## src/i2s_pkg.sv

```systemverilog
`default_nettype none

package i2s_pkg;

    // system clocks per stereo frame (mclk / lrclk)
    localparam int MCLK_LRCK_RATIO = 128;
    // sclk periods per stereo frame
    localparam int SCLK_LRCLK_RATIO = 64;
    // bits per channel sample
    localparam int DATA_BIT = 16;

    // divider covers one full lrclk period, msb is lrclk
    localparam int DVSR_WIDTH = $clog2(MCLK_LRCK_RATIO);
    // one counter value per sclk slot of the frame
    localparam int SLOT_WIDTH = $clog2(SCLK_LRCLK_RATIO);
    // index into one channel sample
    localparam int BIT_WIDTH = $clog2(DATA_BIT);

    // one channel, two's complement
    typedef logic signed [DATA_BIT-1:0] i2s_sample_t;

    // stereo frame, left sits in the upper half
    typedef struct packed {
        i2s_sample_t left;
        i2s_sample_t right;
    } i2s_frame_t;

    // descriptor of the slot currently on the serial line
    typedef struct packed {
        // one clock at the top of the frame
        logic                 start;
        // one clock after the last slot, load strobe for tx
        logic                 finish;
        // sample bit addressed by this slot, zero in padding
        logic [BIT_WIDTH-1:0] count;
        // slot carries payload
        logic                 count_valid;
        // slot belongs to the left channel
        logic                 count_left;
        // current sclk level
        logic                 sclk;
    } i2s_slot_t;

endpackage

`default_nettype wire

```

## src/i2s_clk.sv

```systemverilog
`timescale 1ns/1ps
`default_nettype none

module i2s_clk (
    input  wire logic               i_clk_12_288,
    input  wire logic               i_reset_n,
    output logic                    o_mclk,
    output logic                    o_sclk,
    output logic                    o_lrclk,
    output i2s_pkg::i2s_slot_t      o_slot
);

    // free running divider
    // bit 0 is sclk (6.144 MHz), msb is lrclk (96 kHz)
    logic [i2s_pkg::DVSR_WIDTH-1:0] clk_divider;

    // slot counter, runs 63 down to 0 and wraps
    logic [i2s_pkg::SLOT_WIDTH-1:0] s_reg;
    logic                           s_start;
    logic                           s_finish;

    logic                           sclk;
    logic                           b_valid;

    always_ff @(posedge i_clk_12_288, negedge i_reset_n) begin
        if (!i_reset_n) begin
            clk_divider <= '0;
        end else begin
            clk_divider <= clk_divider + 1'b1;
        end
    end

    assign sclk = clk_divider[0];

    always_ff @(posedge i_clk_12_288, negedge i_reset_n) begin
        if (!i_reset_n) begin
            s_reg    <= '0;
            s_start  <= 1'b0;
            s_finish <= 1'b0;
        end else begin
            // one step per sclk period, taken on the sclk-high clock
            if (sclk) begin
                s_reg <= s_reg - 1'b1;
            end
            // each counter value lasts two clocks
            // so the pulses are guarded against a second high clock
            s_start  <= !s_start && (s_reg == '1);
            s_finish <= !s_finish && (s_reg == '0);
        end
    end

    // upper counter bit set means left half of the frame
    // note that this is the inverse of the lrclk level
    assign o_slot.count_left = s_reg[i2s_pkg::SLOT_WIDTH-1];

    // only the first DATA_BIT slots of each half carry payload
    assign b_valid = s_reg[i2s_pkg::BIT_WIDTH];
    assign o_slot.count_valid = b_valid;

    // bit index follows the counter, msb first
    assign o_slot.count = b_valid ? s_reg[i2s_pkg::BIT_WIDTH-1:0] : '0;

    assign o_slot.start  = s_start;
    assign o_slot.finish = s_finish;
    assign o_slot.sclk   = sclk;

    // mclk is the system clock itself
    assign o_mclk  = i_clk_12_288;
    assign o_sclk  = sclk;
    assign o_lrclk = clk_divider[i2s_pkg::DVSR_WIDTH-1];

endmodule

`default_nettype wire

```

## src/i2s_tx.sv

```systemverilog
`timescale 1ns/1ps
`default_nettype none

module i2s_tx (
    input  wire logic                i_clk_12_288,
    input  wire logic                i_reset_n,
    input  wire i2s_pkg::i2s_slot_t  i_slot,
    input  wire i2s_pkg::i2s_frame_t i_frame,
    output logic                     o_sdata
);

    // frame being shifted out during the current lrclk period
    i2s_pkg::i2s_frame_t frame_reg;

    // channel addressed by the slot
    i2s_pkg::i2s_sample_t chan_sample;

    logic next_bit;

    // new frame taken on the finish strobe
    // it goes out starting with the next slot 63
    always_ff @(posedge i_clk_12_288, negedge i_reset_n) begin
        if (!i_reset_n) begin
            frame_reg <= '0;
        end else if (i_slot.finish) begin
            frame_reg <= i_frame;
        end
    end

    assign chan_sample = i_slot.count_left ? frame_reg.left : frame_reg.right;

    // padding slots send zero
    assign next_bit = i_slot.count_valid ? chan_sample[i_slot.count] : 1'b0;

    // registered output
    // slot decoded on its sclk-low clock shows up on its sclk-high clock
    // which is where the receiver samples
    always_ff @(posedge i_clk_12_288, negedge i_reset_n) begin
        if (!i_reset_n) begin
            o_sdata <= 1'b0;
        end else begin
            o_sdata <= next_bit;
        end
    end

endmodule

`default_nettype wire

```

## src/i2s_rx.sv

```systemverilog
`timescale 1ns/1ps
`default_nettype none

module i2s_rx (
    input  wire logic                i_clk_12_288,
    input  wire logic                i_reset_n,
    input  wire i2s_pkg::i2s_slot_t  i_slot,
    input  wire logic                i_sdata,
    output i2s_pkg::i2s_frame_t      o_frame,
    output logic                     o_valid
);

    // frame under assembly, each payload bit lands in its own position
    i2s_pkg::i2s_frame_t asm_frame;

    logic sample_en;

    // sample once per slot, on the sclk-high clock of payload slots
    assign sample_en = i_slot.count_valid && i_slot.sclk;

    always_ff @(posedge i_clk_12_288, negedge i_reset_n) begin
        if (!i_reset_n) begin
            asm_frame <= '0;
        end else if (sample_en) begin
            if (i_slot.count_left) begin
                asm_frame.left[i_slot.count] <= i_sdata;
            end else begin
                asm_frame.right[i_slot.count] <= i_sdata;
            end
        end
    end

    // hand over at frame finish
    // all 32 payload slots are done by then, no clear needed
    // since every bit gets rewritten in the next frame
    always_ff @(posedge i_clk_12_288, negedge i_reset_n) begin
        if (!i_reset_n) begin
            o_frame <= '0;
        end else if (i_slot.finish) begin
            o_frame <= asm_frame;
        end
    end

    // valid rises together with the new o_frame, lasts one clock
    always_ff @(posedge i_clk_12_288, negedge i_reset_n) begin
        if (!i_reset_n) begin
            o_valid <= 1'b0;
        end else begin
            o_valid <= i_slot.finish;
        end
    end

endmodule

`default_nettype wire

```

## src/i2s_top.sv

```systemverilog
`timescale 1ns/1ps
`default_nettype none

module i2s_top (
    input  wire logic                i_clk_12_288,
    input  wire logic                i_reset_n,
    input  wire i2s_pkg::i2s_frame_t i_tx_frame,
    input  wire logic                i_sdata,
    output logic                     o_mclk,
    output logic                     o_sclk,
    output logic                     o_lrclk,
    output logic                     o_sdata,
    output logic                     o_tx_load,
    output i2s_pkg::i2s_frame_t      o_rx_frame,
    output logic                     o_rx_valid
);

    // slot descriptor shared by both directions
    i2s_pkg::i2s_slot_t slot;

    i2s_clk u_clk (
        .i_clk_12_288 (i_clk_12_288),
        .i_reset_n    (i_reset_n),
        .o_mclk       (o_mclk),
        .o_sclk       (o_sclk),
        .o_lrclk      (o_lrclk),
        .o_slot       (slot)
    );

    i2s_tx u_tx (
        .i_clk_12_288 (i_clk_12_288),
        .i_reset_n    (i_reset_n),
        .i_slot       (slot),
        .i_frame      (i_tx_frame),
        .o_sdata      (o_sdata)
    );

    i2s_rx u_rx (
        .i_clk_12_288 (i_clk_12_288),
        .i_reset_n    (i_reset_n),
        .i_slot       (slot),
        .i_sdata      (i_sdata),
        .o_frame      (o_rx_frame),
        .o_valid      (o_rx_valid)
    );

    // source sees when i_tx_frame was taken
    assign o_tx_load = slot.finish;

endmodule

`default_nettype wire

```

## config.mk

```make
export PLATFORM = sky130hd
export DESIGN_NAME = i2s_top
export DESIGN_NICKNAME = d
export VERILOG_FILES = /design/src/i2s_pkg.sv /design/src/i2s_clk.sv /design/src/i2s_tx.sv /design/src/i2s_rx.sv /design/src/i2s_top.sv
export SDC_FILE = /design/constraint.sdc
export NUM_CORES = 1
export LEC_CHECK = 0
export BUFFER_PORTS_ARGS = -buffer_cell sky130_fd_sc_hd__buf_4
export CORE_ASPECT_RATIO = 0.75
export CORE_MARGIN = 1.5
export CORE_UTILIZATION = 35
export DETAILED_ROUTE_END_ITERATION = 8
export PLACE_DENSITY = 0.57
export SYNTH_ARGS = -nofsm -noshare
export SYNTH_HDL_FRONTEND = slang
export SYNTH_SLANG_ARGS = --single-unit
```

## constraint.sdc

```tcl
create_clock -name i_clk_12_288 -period 1.82 [get_ports i_clk_12_288]
set_input_delay 0.091 -clock i_clk_12_288 [delete_from_list [all_inputs] [get_ports i_clk_12_288]]
set_output_delay 0.091 -clock i_clk_12_288 [all_outputs]
set_load 0.01 [all_outputs]
```

==> results of run 1 <==
==> cell type report <==
class	count	area, um2
repair buffers	119	1001
fillers	1182	6895
multi-input cells	208	1827
inverters	5	18.77
flip-flops and latches	112	2806
well taps	171	214.0
clock inverters	2	37.54
clock buffers	17	352.8
==> power groups by stage <==
stage          logic (uW)  clock network (uW)  registers [uW]
6_report              258                2400            2580
5_1_grt               288                2580            2590
4_1_cts               263                2470            2580
3_5_place_dp          205                45.3            2630
3_3_place_gp          201                45.3            2630
2_1_floorplan        71.3                45.3            2620
==> cell usage after synthesis (2+ instances only) <==
cell      number
and3_1         3
buf_2          9
buf_4          3
clkbuf_1       5
dfrtp_1      112
ha_1           2
inv_1          5
mux2_1        14
mux2_2        82
mux2i_1       14
nand2_1        6
nand2b_1       3
nand3_1        7
nand3b_1       2
nand4_1        2
nor2_1        33
nor2b_1        4
nor3_1         2
o22ai_1        5
or3_4          4
xnor2_1        6
xor2_1         4
==> worst paths after layout <==
path | to | slack (ns) | cells past startpoint
worst min-delay path | u_tx.frame_reg[20]$_DFFE_PN0P_ | 0.03 | 2
min in group i_clk_12_288 | u_rx.asm_frame[8]$_DFFE_PN0P_ | 0.12 | 2
max in group asynchronous | u_clk.s_finish$_DFF_PN0_ | 1.11 | 3
worst min register to register | u_clk.clk_divider[5]$_DFF_PN0_ | 0.48 | 1
worst max register to register | u_rx.asm_frame[6]$_DFFE_PN0P_ | 0.18 | 4
worst max-delay path | u_rx.asm_frame[6]$_DFFE_PN0P_ | 0.18 | 4
==> per-stage QoR <==
stage | total power (uW) | setup WS [ns] | utilization [%] | cell area (um2) | hold WS, ns
global route | 5459 | 0.02243 | 47.57 | 6257 | 0.05432
detailed placement | 2880 | 0.1221 | 42.13 | 5542 | -0.04195
floorplan | 2732 | 0.3313 | - | 4771 | -0.2046
finish | 5239 | 0.1794 | 47.57 | 6257 | 0.02585
CTS | 5316 | 0.09044 | 47.56 | 6255 | 0.008752
global placement | 2876 | 0.1485 | 42.13 | 5542 | -0.04407
==> critical path, stage by stage (launching register included) <==
cell and delay, ns:
dfrtp_1 0.43, nand2b_1 0.22, or3_4 0.38, nor2_1 0.15, mux2_1 0.34
==> layer usage <==
metal	GRT usage [%]	up-vias	part of all wire, %
li1	-	1432	-
met2	21.00	68	43
met5	0	-	0
met1	21.93	1514	52
met4	4.539	0	0.71
met3	4.971	9	4.5
==> kinds of logic (layout without fill, tap and decap cells) <==
kind of cell               Yosys count  in the layout
and+or+nand+nor                     73             73
xor gates and xnor gates            10             10
buffers and inverters               25            143
DFF                                112            112
muxes                              111            111
AOI/OAI and AO/OA                   12             12
adders and majority gates            2              2
==> timing repair <==
action                     4_1_cts  5_1_grt
hold endpoints to repair       144        0
setup endpoints to repair        0        1
resized for setup                0        2
hold buffers                    33        0
==> summary.txt, run 1 <==
Critical path
  • RR Startpoint: u_clk.s_reg[0]$_DFFE_PN0P_
  • Critical Path RT: 2.15 ns
  • Crit path launch: u_clk.s_reg[0]$_DFFE_PN0P_
  • Setup crit start kind: flip-flop
  • CP Data Arrival Time: between 1.5 and 2 ns
  • Crit Path Max Fanout: 6
  • Crit Path Class: flip-flop to flip-flop
  • CP Capture Type: flip-flop

Place
  • Placed cells: just under 600
  • DPL Wire Length: between 6 and 7 mm
  • IO Port Bufs: 72
  • Placer Congestion: between 0.7 and 0.8

Logic synthesis
  • Area share of the largest cell type after synthesis: between 50% and 60%
  • Adder-cell share of the synthesized area: 0.5245%
  • Syn_area_per_cell: between 10 and 15 um2
  • Post-synthesis sequential area ratio: roughly 60%
  • Post-synthesis compound-gate area fraction: under 10%
  • Mapped Area: approximately 4800 um2
  • Area contributors post-synth: dfrtp_1 (59%), mux2_2 (19%), mux2_1 (3.3%)
  • Number of library cell types mapped by synthesis: 40
  • Cells after Synth: approximately 350
  • Area leader, netlist: dfrtp_1
  • Mapped Nets: between 300 and 400
  • Main combinational cell family by area after synthesis: multiplexers
  • XOR/XNOR Fraction of Synth Area: approximately 1.8%
  • Async S/R FF share, synth: between 90% and 100%
  • Main synth FF type: dfrtp_1
  • Multiplexer share of the synthesized area: 26.15%
  • Post-synthesis simple-gate area fraction: 8.051%
  • Ys Warns: 0
  • Flop and latch count out of synthesis: approximately 110
  • Post-synth EDFFs: 0

Routing
  • Pre-Repair DR Iteration Count: 4
  • Detailed Route Iter0 Violations: ~120
  • DR vias/cell: between 4 and 5
  • Drt total wl: 9.938 mm
  • DRC: 0
  • Wirelength per Cell: 15.68 um
  • ANT nets after route: 0
  • Via count: between 3000 and 4000

Cells and area
  • Cell Count, Final, Fillers Out: around 630
  • Layout cells sized above 1: 42.12%
  • Layout Nets: between 400 and 500
  • Most frequent cells in the layout: dfrtp_1 (109), buf_4 (85), mux2_2 (82)
  • Commonest non-fill, non-tap cell in the layout: dfrtp_1
  • Layout area overhead: 31.16%
  • N_diodes: 0

STA
  • Slew Limit Fails: 0
  • Worst-margin pin slew: a little under 0.6 ns
  • Headroom to the max-slew limit: 60.63%
  • Unrepaired setup endpoints after global routing: no
  • TNS Setup: 0 ns
  • Period minus WS final: 1.641 ns
  • Worst Skew: 0.006436 ns
  • Crit share post-route: approximately nine tenths
  • Final setup fails: 0
  • Final Hold Fails: 0
  • Highest clock rate: roughly 600 MHz

CTS
  • CTS clk-pin slew, worst paths: 0.07 ns
  • Clk_lat worst skew: around 0.46 ns
  • CTS tree: done
  • Postcts setup bufs: 0

Power and ir drop
  • Pwr dens: 837.3 nW/um2
  • LEAKAGE: about 0.0030 uW
  • Switching Fraction: between 20% and 30%
  • Clk pwr share: approximately 46%
  • Gate power share: a little under 5%
  • P_sw: between 1000 and 1500 uW
  • Reg power frac: approximately half
  • Max IR drop VDD: ~0.00067 V
  • Internal power: between 4000 and 5000 uW

GRT
  • Aggregate global routing overflow: 0
  • Largest net degree at the start of global routing: 51
  • Vias in the first global route: approximately 3200
  • First-pass GRT wire length: around 16 mm
  • Overall Global Routing Usage: approximately 15%
  • Antenna violations before repair: 0

Floorplanning
  • IO Pins: 73
  • Die Height: between 100 and 150 um
  • Die X-Extent: 137.8 um
  • # rows: 36
  • Starting density of the core: a little over a third
  • Total Die Area: approximately 14000 um2
  • Core area: ~13000 um2

Outcome
  • Outcome: completed

Hold path
  • Min-delay worst type: input port to async pin

Run
  • Max-cap violations: 0
Power figures use the tool's default switching activity.
==> inputs of run 2 (changes only) <==
--- a/config.mk
+++ b/config.mk
@@ -5,12 +5,14 @@
 export SDC_FILE = /design/constraint.sdc
 export NUM_CORES = 1
 export LEC_CHECK = 0
+export ABC_AREA = 1
 export BUFFER_PORTS_ARGS = -buffer_cell sky130_fd_sc_hd__buf_4
 export CORE_ASPECT_RATIO = 0.75
 export CORE_MARGIN = 1.5
 export CORE_UTILIZATION = 35
 export DETAILED_ROUTE_END_ITERATION = 8
 export PLACE_DENSITY = 0.57
+export REMOVE_ABC_BUFFERS = 1
 export SYNTH_ARGS = -nofsm -noshare
 export SYNTH_HDL_FRONTEND = slang
 export SYNTH_SLANG_ARGS = --single-unit
==> summary.txt, run 2 <==
Cells and area
  • Fill cells: 1221 (was 1182)
  • Cell Count, Final, Fillers Out: 742 (was 634)
  • Most frequent cells in the layout: nand2_1 (112), dfrtp_1 (111), buf_4 (80) (was dfrtp_1 (109), buf_4 (85), mux2_2 (82))
  • Layout area overhead: 30.70% (was 31.16%)
  • N_diodes: 0 (unchanged)
  • Layout Nets: 604 (was 496)
  • Layout cells sized above 1: 28.02% (was 42.12%)
  • Area of the multi-input gates: 1705 um2 (was 1827 um2)
  • Commonest non-fill, non-tap cell in the layout: nand2_1 (was dfrtp_1)
  • FF+latch area: 2804 um2 (was 2806 um2)

Logic synthesis
  • Mapped Area: 4736 um2 (was 4771 um2)
  • Ys Warns: 0 (unchanged)
  • Area contributors post-synth: dfrtp_1 (59%), mux2_2 (11%), nand2_1 (8.9%) (was dfrtp_1 (59%), mux2_2 (19%), mux2_1 (3.3%))
  • Cells after Synth: 456 (was 345)
  • Post-synth top cells: dfrtp_1 (112), nand2_1 (112), mux2_2 (46) (was dfrtp_1 (112), mux2_2 (82), nor2_1 (33))
  • Number of library cell types mapped by synthesis: 26 (was 40)
  • Async S/R FF share, synth: 100.0% (unchanged)
  • Syn_area_per_cell: 10.39 um2 (was 13.83 um2)
  • Area leader, netlist: dfrtp_1 (unchanged)
  • Main synth FF type: dfrtp_1 (unchanged)
  • Area share of the largest cell type after synthesis: 59.18% (was 58.75%)
  • Flop and latch count out of synthesis: 112 (unchanged)
  • Post-synth EDFFs: 0 (unchanged)
  • Post-synthesis sequential area ratio: 59.18% (was 58.75%)

STA
  • Headroom to the max-slew limit: 67.39% (was 60.63%)
  • Crit share post-route: 89.53% (was 90.14%)
  • PnR worst setup slack: 0.1905 ns (was 0.1794 ns)
  • Final setup fails: 0 (unchanged)
  • Unrepaired setup endpoints after global routing: no (unchanged)
  • Highest clock rate: 613.7 MHz (was 609.5 MHz)
  • Worst Skew: 0.008558 ns (was 0.006436 ns)
  • Final Hold Fails: 0 (unchanged)
  • Worst-margin pin slew: 0.4874 ns (was 0.5893 ns)
  • Slew Limit Fails: 0 (unchanged)
  • Period minus WS final: 1.630 ns (was 1.641 ns)

GRT
  • Vias in the first global route: 3577 (was 3216)
  • Largest net degree at the start of global routing: 86 (was 51)
  • Aggregate global routing overflow: 0 (unchanged)
  • Overall Global Routing Usage: 16.03% (was 15.02%)
  • First-pass GRT wire length: 17.93 mm (was 16.46 mm)
  • Antenna violations before repair: 0 (unchanged)

Power and ir drop
  • Pwr dens: 816.8 nW/um2 (was 837.3 nW/um2)
  • Max IR drop VDD: 0.0007126 V (was 0.0006656 V)
  • LEAKAGE: 0.002711 uW (was 0.002986 uW)

Critical path
  • RR Endpoint: u_rx.asm_frame[27]$_DFFE_PN0P_ (was u_rx.asm_frame[6]$_DFFE_PN0P_)
  • CP Capture Type: flip-flop (unchanged)
  • Critical Path RT: 2.15 ns (about the same)
  • Reg2reg setup slack: 0.19 ns (was 0.18 ns)
  • Crit Path Class: flip-flop to flip-flop (unchanged)
  • Depth of the most critical reg-to-reg path: 5 (was 4)
  • Setup crit start kind: flip-flop (unchanged)
  • CP bufs+invs: 0 (unchanged)
  • RR Startpoint: u_clk.s_reg[4]$_DFFE_PN0P_ (was u_clk.s_reg[0]$_DFFE_PN0P_)
  • CP Data Arrival Time: 1.96 ns (was 1.98 ns)
  • Cell mode on critical path: nand2_1
  • Critical-path cell list: nand2_1, nor2_1, nand3_1, nand2_1, o21ai_1 (was nand2b_1, or3_4, nor2_1, mux2_1)
  • Crit path largest cell delay: 0.51 ns (was 0.43 ns)
  • Crit path max-delay family: simple AND/OR/NAND/NOR gates (unchanged)
  • Worst path slowest cell: dfrtp_1 (unchanged)
  • Crit Path Max Fanout: 7 (was 6)

Routing
  • Detailed Route Iter0 Violations: 295 (was 122)
  • Via count: 3467 (was 3023)
  • Drt total wl: 10.53 mm (was 9.938 mm)
  • Wirelength per Cell: 14.19 um (was 15.68 um)
  • DRC: 0 (unchanged)
  • DR vias/cell: 4.673 (was 4.768)
  • ANT nets after route: 0 (unchanged)
  • Pre-Repair DR Iteration Count: 4 (unchanged)

CTS
  • Postcts setup bufs: 0 (unchanged)
  • Post-CTS Resized: 0 (unchanged)
  • Clk_lat worst skew: 0.46 ns (about the same)
  • CTS clk-pin slew, worst paths: 0.07 ns (about the same)
  • CTS tree: done (unchanged)

Place
  • Place WS: 0.2131 ns (was 0.1221 ns)
  • DPL Wire Length: 7.018 mm (was 6.752 mm)
  • Placer Congestion: 0.8616 (was 0.7413)
  • Placed cells: 691 (was 583)
  • IO Port Bufs: 72 (unchanged)

Floorplanning
  • Die Height: 103.7 um (was 104.1 um)
  • Total Die Area: 14250 um2 (was 14350 um2)
  • Die X-Extent: 137.3 um (was 137.8 um)
  • Core area: 13110 um2 (was 13150 um2)
  • Starting density of the core: 36.13% (was 36.27%)
  • # rows: 36 (unchanged)
  • IO Pins: 73 (unchanged)

Run
  • Max-cap violations: 0 (unchanged)

Outcome
  • Outcome: completed (unchanged)

Hold path
  • Min-delay worst type: input port to async pin (unchanged)
run 2: cell types whose count changed after synthesis, moves of 6 or more:
cell,previous run,this run
nand2_1,6,112
mux2_2,82,46
nand3_1,7,38
o21ai_1,0,28
inv_1,5,29
nor2_1,33,9
o21ai_0,1,21
mux2_1,14,0
mux2i_1,14,0
xnor2_1,6,0
run 2: how the worst max path moves through the flow:
stage / to / from / slack, ns / cells after the start
2_1_floorplan: u_rx.o_frame[0]$_DFFE_PN0P_ / u_clk.s_finish$_DFF_PN0_ / -0.49 / 1
3_3_place_gp: u_rx.asm_frame[27]$_DFFE_PN0P_ / u_clk.s_reg[4]$_DFFE_PN0P_ / 0.26 / 5
3_5_place_dp: u_rx.asm_frame[27]$_DFFE_PN0P_ / u_clk.s_reg[4]$_DFFE_PN0P_ / 0.21 / 5
4_1_cts: u_rx.asm_frame[27]$_DFFE_PN0P_ / u_clk.s_reg[4]$_DFFE_PN0P_ / 0.20 / 5
5_1_grt: u_rx.asm_frame[27]$_DFFE_PN0P_ / u_clk.s_reg[4]$_DFFE_PN0P_ / 0.06 / 5
6_report: u_rx.asm_frame[27]$_DFFE_PN0P_ / u_clk.s_reg[4]$_DFFE_PN0P_ / 0.19 / 5
run 2: layout make-up:
class	instances	share of cell area, %
flip-flops and latches	112	45.30
multi-input cells	291	27.55
repair buffers	115	15.89
clock buffers	15	5.256
well taps	171	3.457
clock inverters	4	0.4851
inverters	34	2.062
run 2: repair_timing:
item / 4_1_cts / 5_1_grt
setup endpoints to repair: 0 / 0
endpoints found under the hold margin: 144 / 0
hold buffers: 33 / 0
run 2: worst reg2reg max path: stages, from the launching register on:
cell and delay (ns):
dfrtp_1 0.51, nand2_1 0.21, nor2_1 0.43, nand3_1 0.20
nand2_1 0.09, o21ai_1 0.06
run 2: layer usage:
layer  vias up  global-route usage (%)  part of all wire (%)
li1       1726                       -                     -
met1      1666                   23.98                    53
met2        63                   23.04                    42
met3        12                   3.916                   3.9
met4         0                   4.361                  0.96
met5         -                       0                     0
run 2: cells by family (layout without fill, tap and decap cells):
| group | after synthesis | after routing | synth area share, % |
|---|---|---|---|
| xor gates and xnor gates | 9 | 9 | 1.665 |
| DFF | 112 | 112 | 59.18 |
| and+or+nand+nor | 173 | 173 | 16.17 |
| muxes | 46 | 46 | 10.94 |
| buffers and inverters | 53 | 168 | 4.808 |
| adders and majority gates | 2 | 2 | 0.5283 |
| AOI/OAI and AO/OA | 61 | 61 | 6.711 |
run 2: stage by stage:
stage | util (%) | power (uW) | hold slack [ns] | instance area (um2) | TNS [ns]
global route | 47.22 | 5263 | 0.1552 | 6190 | 0
detailed placement | 42.05 | 2871 | 0.06098 | 5512 | 0
global placement | 42.05 | 2865 | 0.06087 | 5512 | 0
floorplan | - | 2676 | -0.2046 | 4636 | -29.94
CTS | 47.22 | 5120 | 0.1155 | 6190 | 0
finish | 47.22 | 5056 | 0.1112 | 6190 | 0
run 2: power by group:
part           switching, uW  total (uW)  internal, uW
sequential              26.1        2570          2540
clock                    957        2230          1270
combinational            121         260           140
==> inputs of run 3 (changes only) <==
--- a/config.mk
+++ b/config.mk
@@ -11,8 +11,9 @@
 export CORE_MARGIN = 1.5
 export CORE_UTILIZATION = 35
 export DETAILED_ROUTE_END_ITERATION = 8
-export PLACE_DENSITY = 0.57
+export PLACE_DENSITY = 0.56
 export REMOVE_ABC_BUFFERS = 1
 export SYNTH_ARGS = -nofsm -noshare
 export SYNTH_HDL_FRONTEND = slang
+export SYNTH_HIERARCHICAL = 1
 export SYNTH_SLANG_ARGS = --single-unit
==> summary.txt, run 3 <==
GRT
  • Vias in the first global route: 3706 (was 3577)
  • Aggregate global routing overflow: 0 (unchanged)
  • Largest net degree at the start of global routing: 55 (was 86)
  • First-pass GRT wire length: 18.57 mm (was 17.93 mm)
  • Antenna violations before repair: 0 (unchanged)
  • Overall Global Routing Usage: 15.47% (was 16.03%)

Power and ir drop
  • Pwr dens: 804.7 nW/um2 (was 816.8 nW/um2)
  • Reg power frac: 49.5% (was 50.8%)
  • P_sw: 1121 uW (was 1104 uW)
  • Gate power share: 4.7% (was 5.1%)
  • Internal power: 4077 uW (was 3952 uW)
  • Total power: 5198 uW (was 5056 uW)
  • Clk pwr share: 45.8% (was 44.1%)
  • Max IR drop VDD: 0.0004513 V (was 0.0007126 V)
  • LEAKAGE: 0.002753 uW (was 0.002711 uW)
  • Switching Fraction: 21.57% (was 21.83%)

Cells and area
  • Layout area overhead: 27.77% (was 30.70%)
  • Most frequent cells in the layout: nand2_1 (147), dfrtp_1 (111), buf_4 (80) (was nand2_1 (112), dfrtp_1 (111), buf_4 (80))
  • Final Util: 46.51% (was 47.22%)
  • Area of the multi-input gates: 1948 um2 (was 1705 um2)
  • Layout cells sized above 1: 25.41% (was 28.02%)
  • Commonest non-fill, non-tap cell in the layout: nand2_1 (unchanged)
  • Fill cells: 1295 (was 1221)
  • N_diodes: 0 (unchanged)
  • FF+latch area: 2804 um2 (unchanged)
  • Layout Nets: 643 (was 604)

Routing
  • DR vias/cell: 4.829 (was 4.673)
  • Drt total wl: 11.05 mm (was 10.53 mm)
  • Detailed Route Iter0 Violations: 221 (was 295)
  • Via count: 3791 (was 3467)
  • Pre-Repair DR Iteration Count: 4 (unchanged)
  • Wirelength per Cell: 14.07 um (was 14.19 um)
  • ANT nets after route: 0 (unchanged)
  • DRC: 0 (unchanged)

STA
  • Unrepaired setup endpoints after global routing: no (unchanged)
  • Final Hold Fails: 0 (unchanged)
  • Worst Skew: 0.009105 ns (was 0.008558 ns)
  • Crit share post-route: 87.49% (was 89.53%)
  • Slew Limit Fails: 0 (unchanged)
  • Worst-margin pin slew: 0.5192 ns (was 0.4874 ns)
  • Headroom to the max-slew limit: 65.26% (was 67.39%)
  • Period minus WS final: 1.592 ns (was 1.630 ns)
  • Final setup fails: 0 (unchanged)
  • Highest clock rate: 628.0 MHz (was 613.7 MHz)

Floorplanning
  • Die Height: 107.1 um (was 103.7 um)
  • Core area: 13890 um2 (was 13110 um2)
  • IO Pins: 73 (unchanged)
  • Starting density of the core: 36.41% (was 36.13%)
  • # rows: 37 (was 36)
  • Die X-Extent: 141.8 um (was 137.3 um)
  • Total Die Area: 15180 um2 (was 14250 um2)

Critical path
  • Critical-path cell list: buf_4, nand2_1, inv_2, inv_1, nand2_1, nor2_1, nand2_1, nand2_1, nand2_1 (was nand2_1, nor2_1, nand3_1, nand2_1, o21ai_1)
  • CP Data Arrival Time: 1.94 ns (was 1.96 ns)
  • Depth of the most critical reg-to-reg path: 9 (was 5)
  • Crit path launch: u_clk/s_reg[4]$_DFFE_PN0P_ (was u_clk.s_reg[4]$_DFFE_PN0P_)
  • CP Capture Type: flip-flop (unchanged)
  • Reg2reg setup slack: 0.23 ns (was 0.19 ns)
  • Cell mode on critical path: nand2_1 (unchanged)
  • Critical Path RT: 2.17 ns (was 2.15 ns)
  • Setup crit start kind: flip-flop (unchanged)
  • Crit path largest cell delay: 0.42 ns (was 0.51 ns)
  • Crit Path Max Fanout: 8 (was 7)
  • Crit Path Class: flip-flop to flip-flop (unchanged)
  • RR Endpoint: u_rx/asm_frame[23]$_DFFE_PN0P_ (was u_rx.asm_frame[27]$_DFFE_PN0P_)
  • Worst path slowest cell: dfrtp_1 (unchanged)
  • RR Startpoint: u_clk/s_reg[4]$_DFFE_PN0P_ (was u_clk.s_reg[4]$_DFFE_PN0P_)
  • Setup crit end: u_rx/asm_frame[23]$_DFFE_PN0P_ (was u_rx.asm_frame[27]$_DFFE_PN0P_)

Run
  • Max-cap violations: 0 (unchanged)

Logic synthesis
  • Syn_area_per_cell: 10.11 um2 (was 10.39 um2)
  • Cells after Synth: 500 (was 456)
  • Ys Warns: 6 (was 0)
  • Mapped Area: 5056 um2 (was 4736 um2)

CTS
  • Postcts setup bufs: 0 (unchanged)
  • CTS tree: done (unchanged)
  • CTS clk-pin slew, worst paths: 0.08 ns (was 0.07 ns)
  • Clk_lat worst skew: 0.46 ns (about the same)

Outcome
  • Outcome: completed (unchanged)

Place
  • Placer Congestion: 0.8320 (was 0.8616)
  • IO Port Bufs: 72 (unchanged)
  • DPL Wire Length: 7.542 mm (was 7.018 mm)

Hold path
  • Min-delay worst type: input port to flip-flop (was input port to async pin)
-- run 3: metrics by stage --
| step | worst slack (ns) | cells | area (um2) | hold slack [ns] | TNS, ns |
|---|---|---|---|---|---|
| after floorplan | -0.4390 | 474 | 4842 | -0.2046 | -26.79 |
| after global placement | 0.2823 | 733 | 5743 | 0.04943 | 0 |
| after detailed placement | 0.2190 | 733 | 5743 | 0.05400 | 0 |
| after CTS | 0.1831 | 785 | 6457 | 0.04031 | 0 |
| after global routing | 0.01170 | 785 | 6460 | 0.06204 | 0 |
| final | 0.2276 | 785 | 6460 | 0.06334 | 0 |
-- run 3: final cells by class --
cell class | instances | area share [%]
flip-flops and latches | 112 | 43.40
multi-input cells | 339 | 30.16
repair buffers | 116 | 15.53
clock buffers | 13 | 4.765
well taps | 175 | 3.389
inverters | 23 | 1.453
clock inverters | 7 | 1.298
-- run 3: worst min-delay path by stage --
stage | start | to | slack, ns | depth (start not counted)
6_report | i_sdata | u_rx/asm_frame[27]$_DFFE_PN0P_ | 0.06 | 3
5_1_grt | i_sdata | u_rx/asm_frame[20]$_DFFE_PN0P_ | 0.06 | 3
4_1_cts | i_sdata | u_rx/asm_frame[27]$_DFFE_PN0P_ | 0.04 | 3
3_5_place_dp | i_reset_n | u_rx/o_frame[15]$_DFFE_PN0P_ | 0.05 | 1
3_3_place_gp | i_reset_n | u_rx/o_frame[31]$_DFFE_PN0P_ | 0.05 | 1
2_1_floorplan | i_reset_n | u_clk/clk_divider[0]$_DFF_PN0_ | -0.20 | 0
-- run 3: power groups by stage --
stage               clock (uW)  sequential, uW  combinational (uW)
floorplan                    0            2610                56.1
global placement          45.3            2620                 189
detailed placement        45.3            2620                 194
CTS                       2480            2570                 251
global route              2590            2580                 279
finish                    2380            2570                 246
-- run 3: timing repair --
action / in CTS / in global routing
hold endpoints to repair: 106 / 0
setup endpoints to repair: 0 / 1
hold buffers: 33 / 0
gates resized for setup: 0 / 1
-- run 3: metal layers --
metal,track usage [%],vias to the layer above,share of wire (%)
li1,-,1846,-
met1,22.36,1860,50
met2,23.28,80,46
met3,3.216,5,3.9
met4,4.786,0,0.72
met5,0,-,0
-- run 3: critical path: cells and delay by family (launching register included) --
family        cells  cell delay (ns)
simple gates      6             0.69
flops             1             0.42
buf+inv           3             0.37
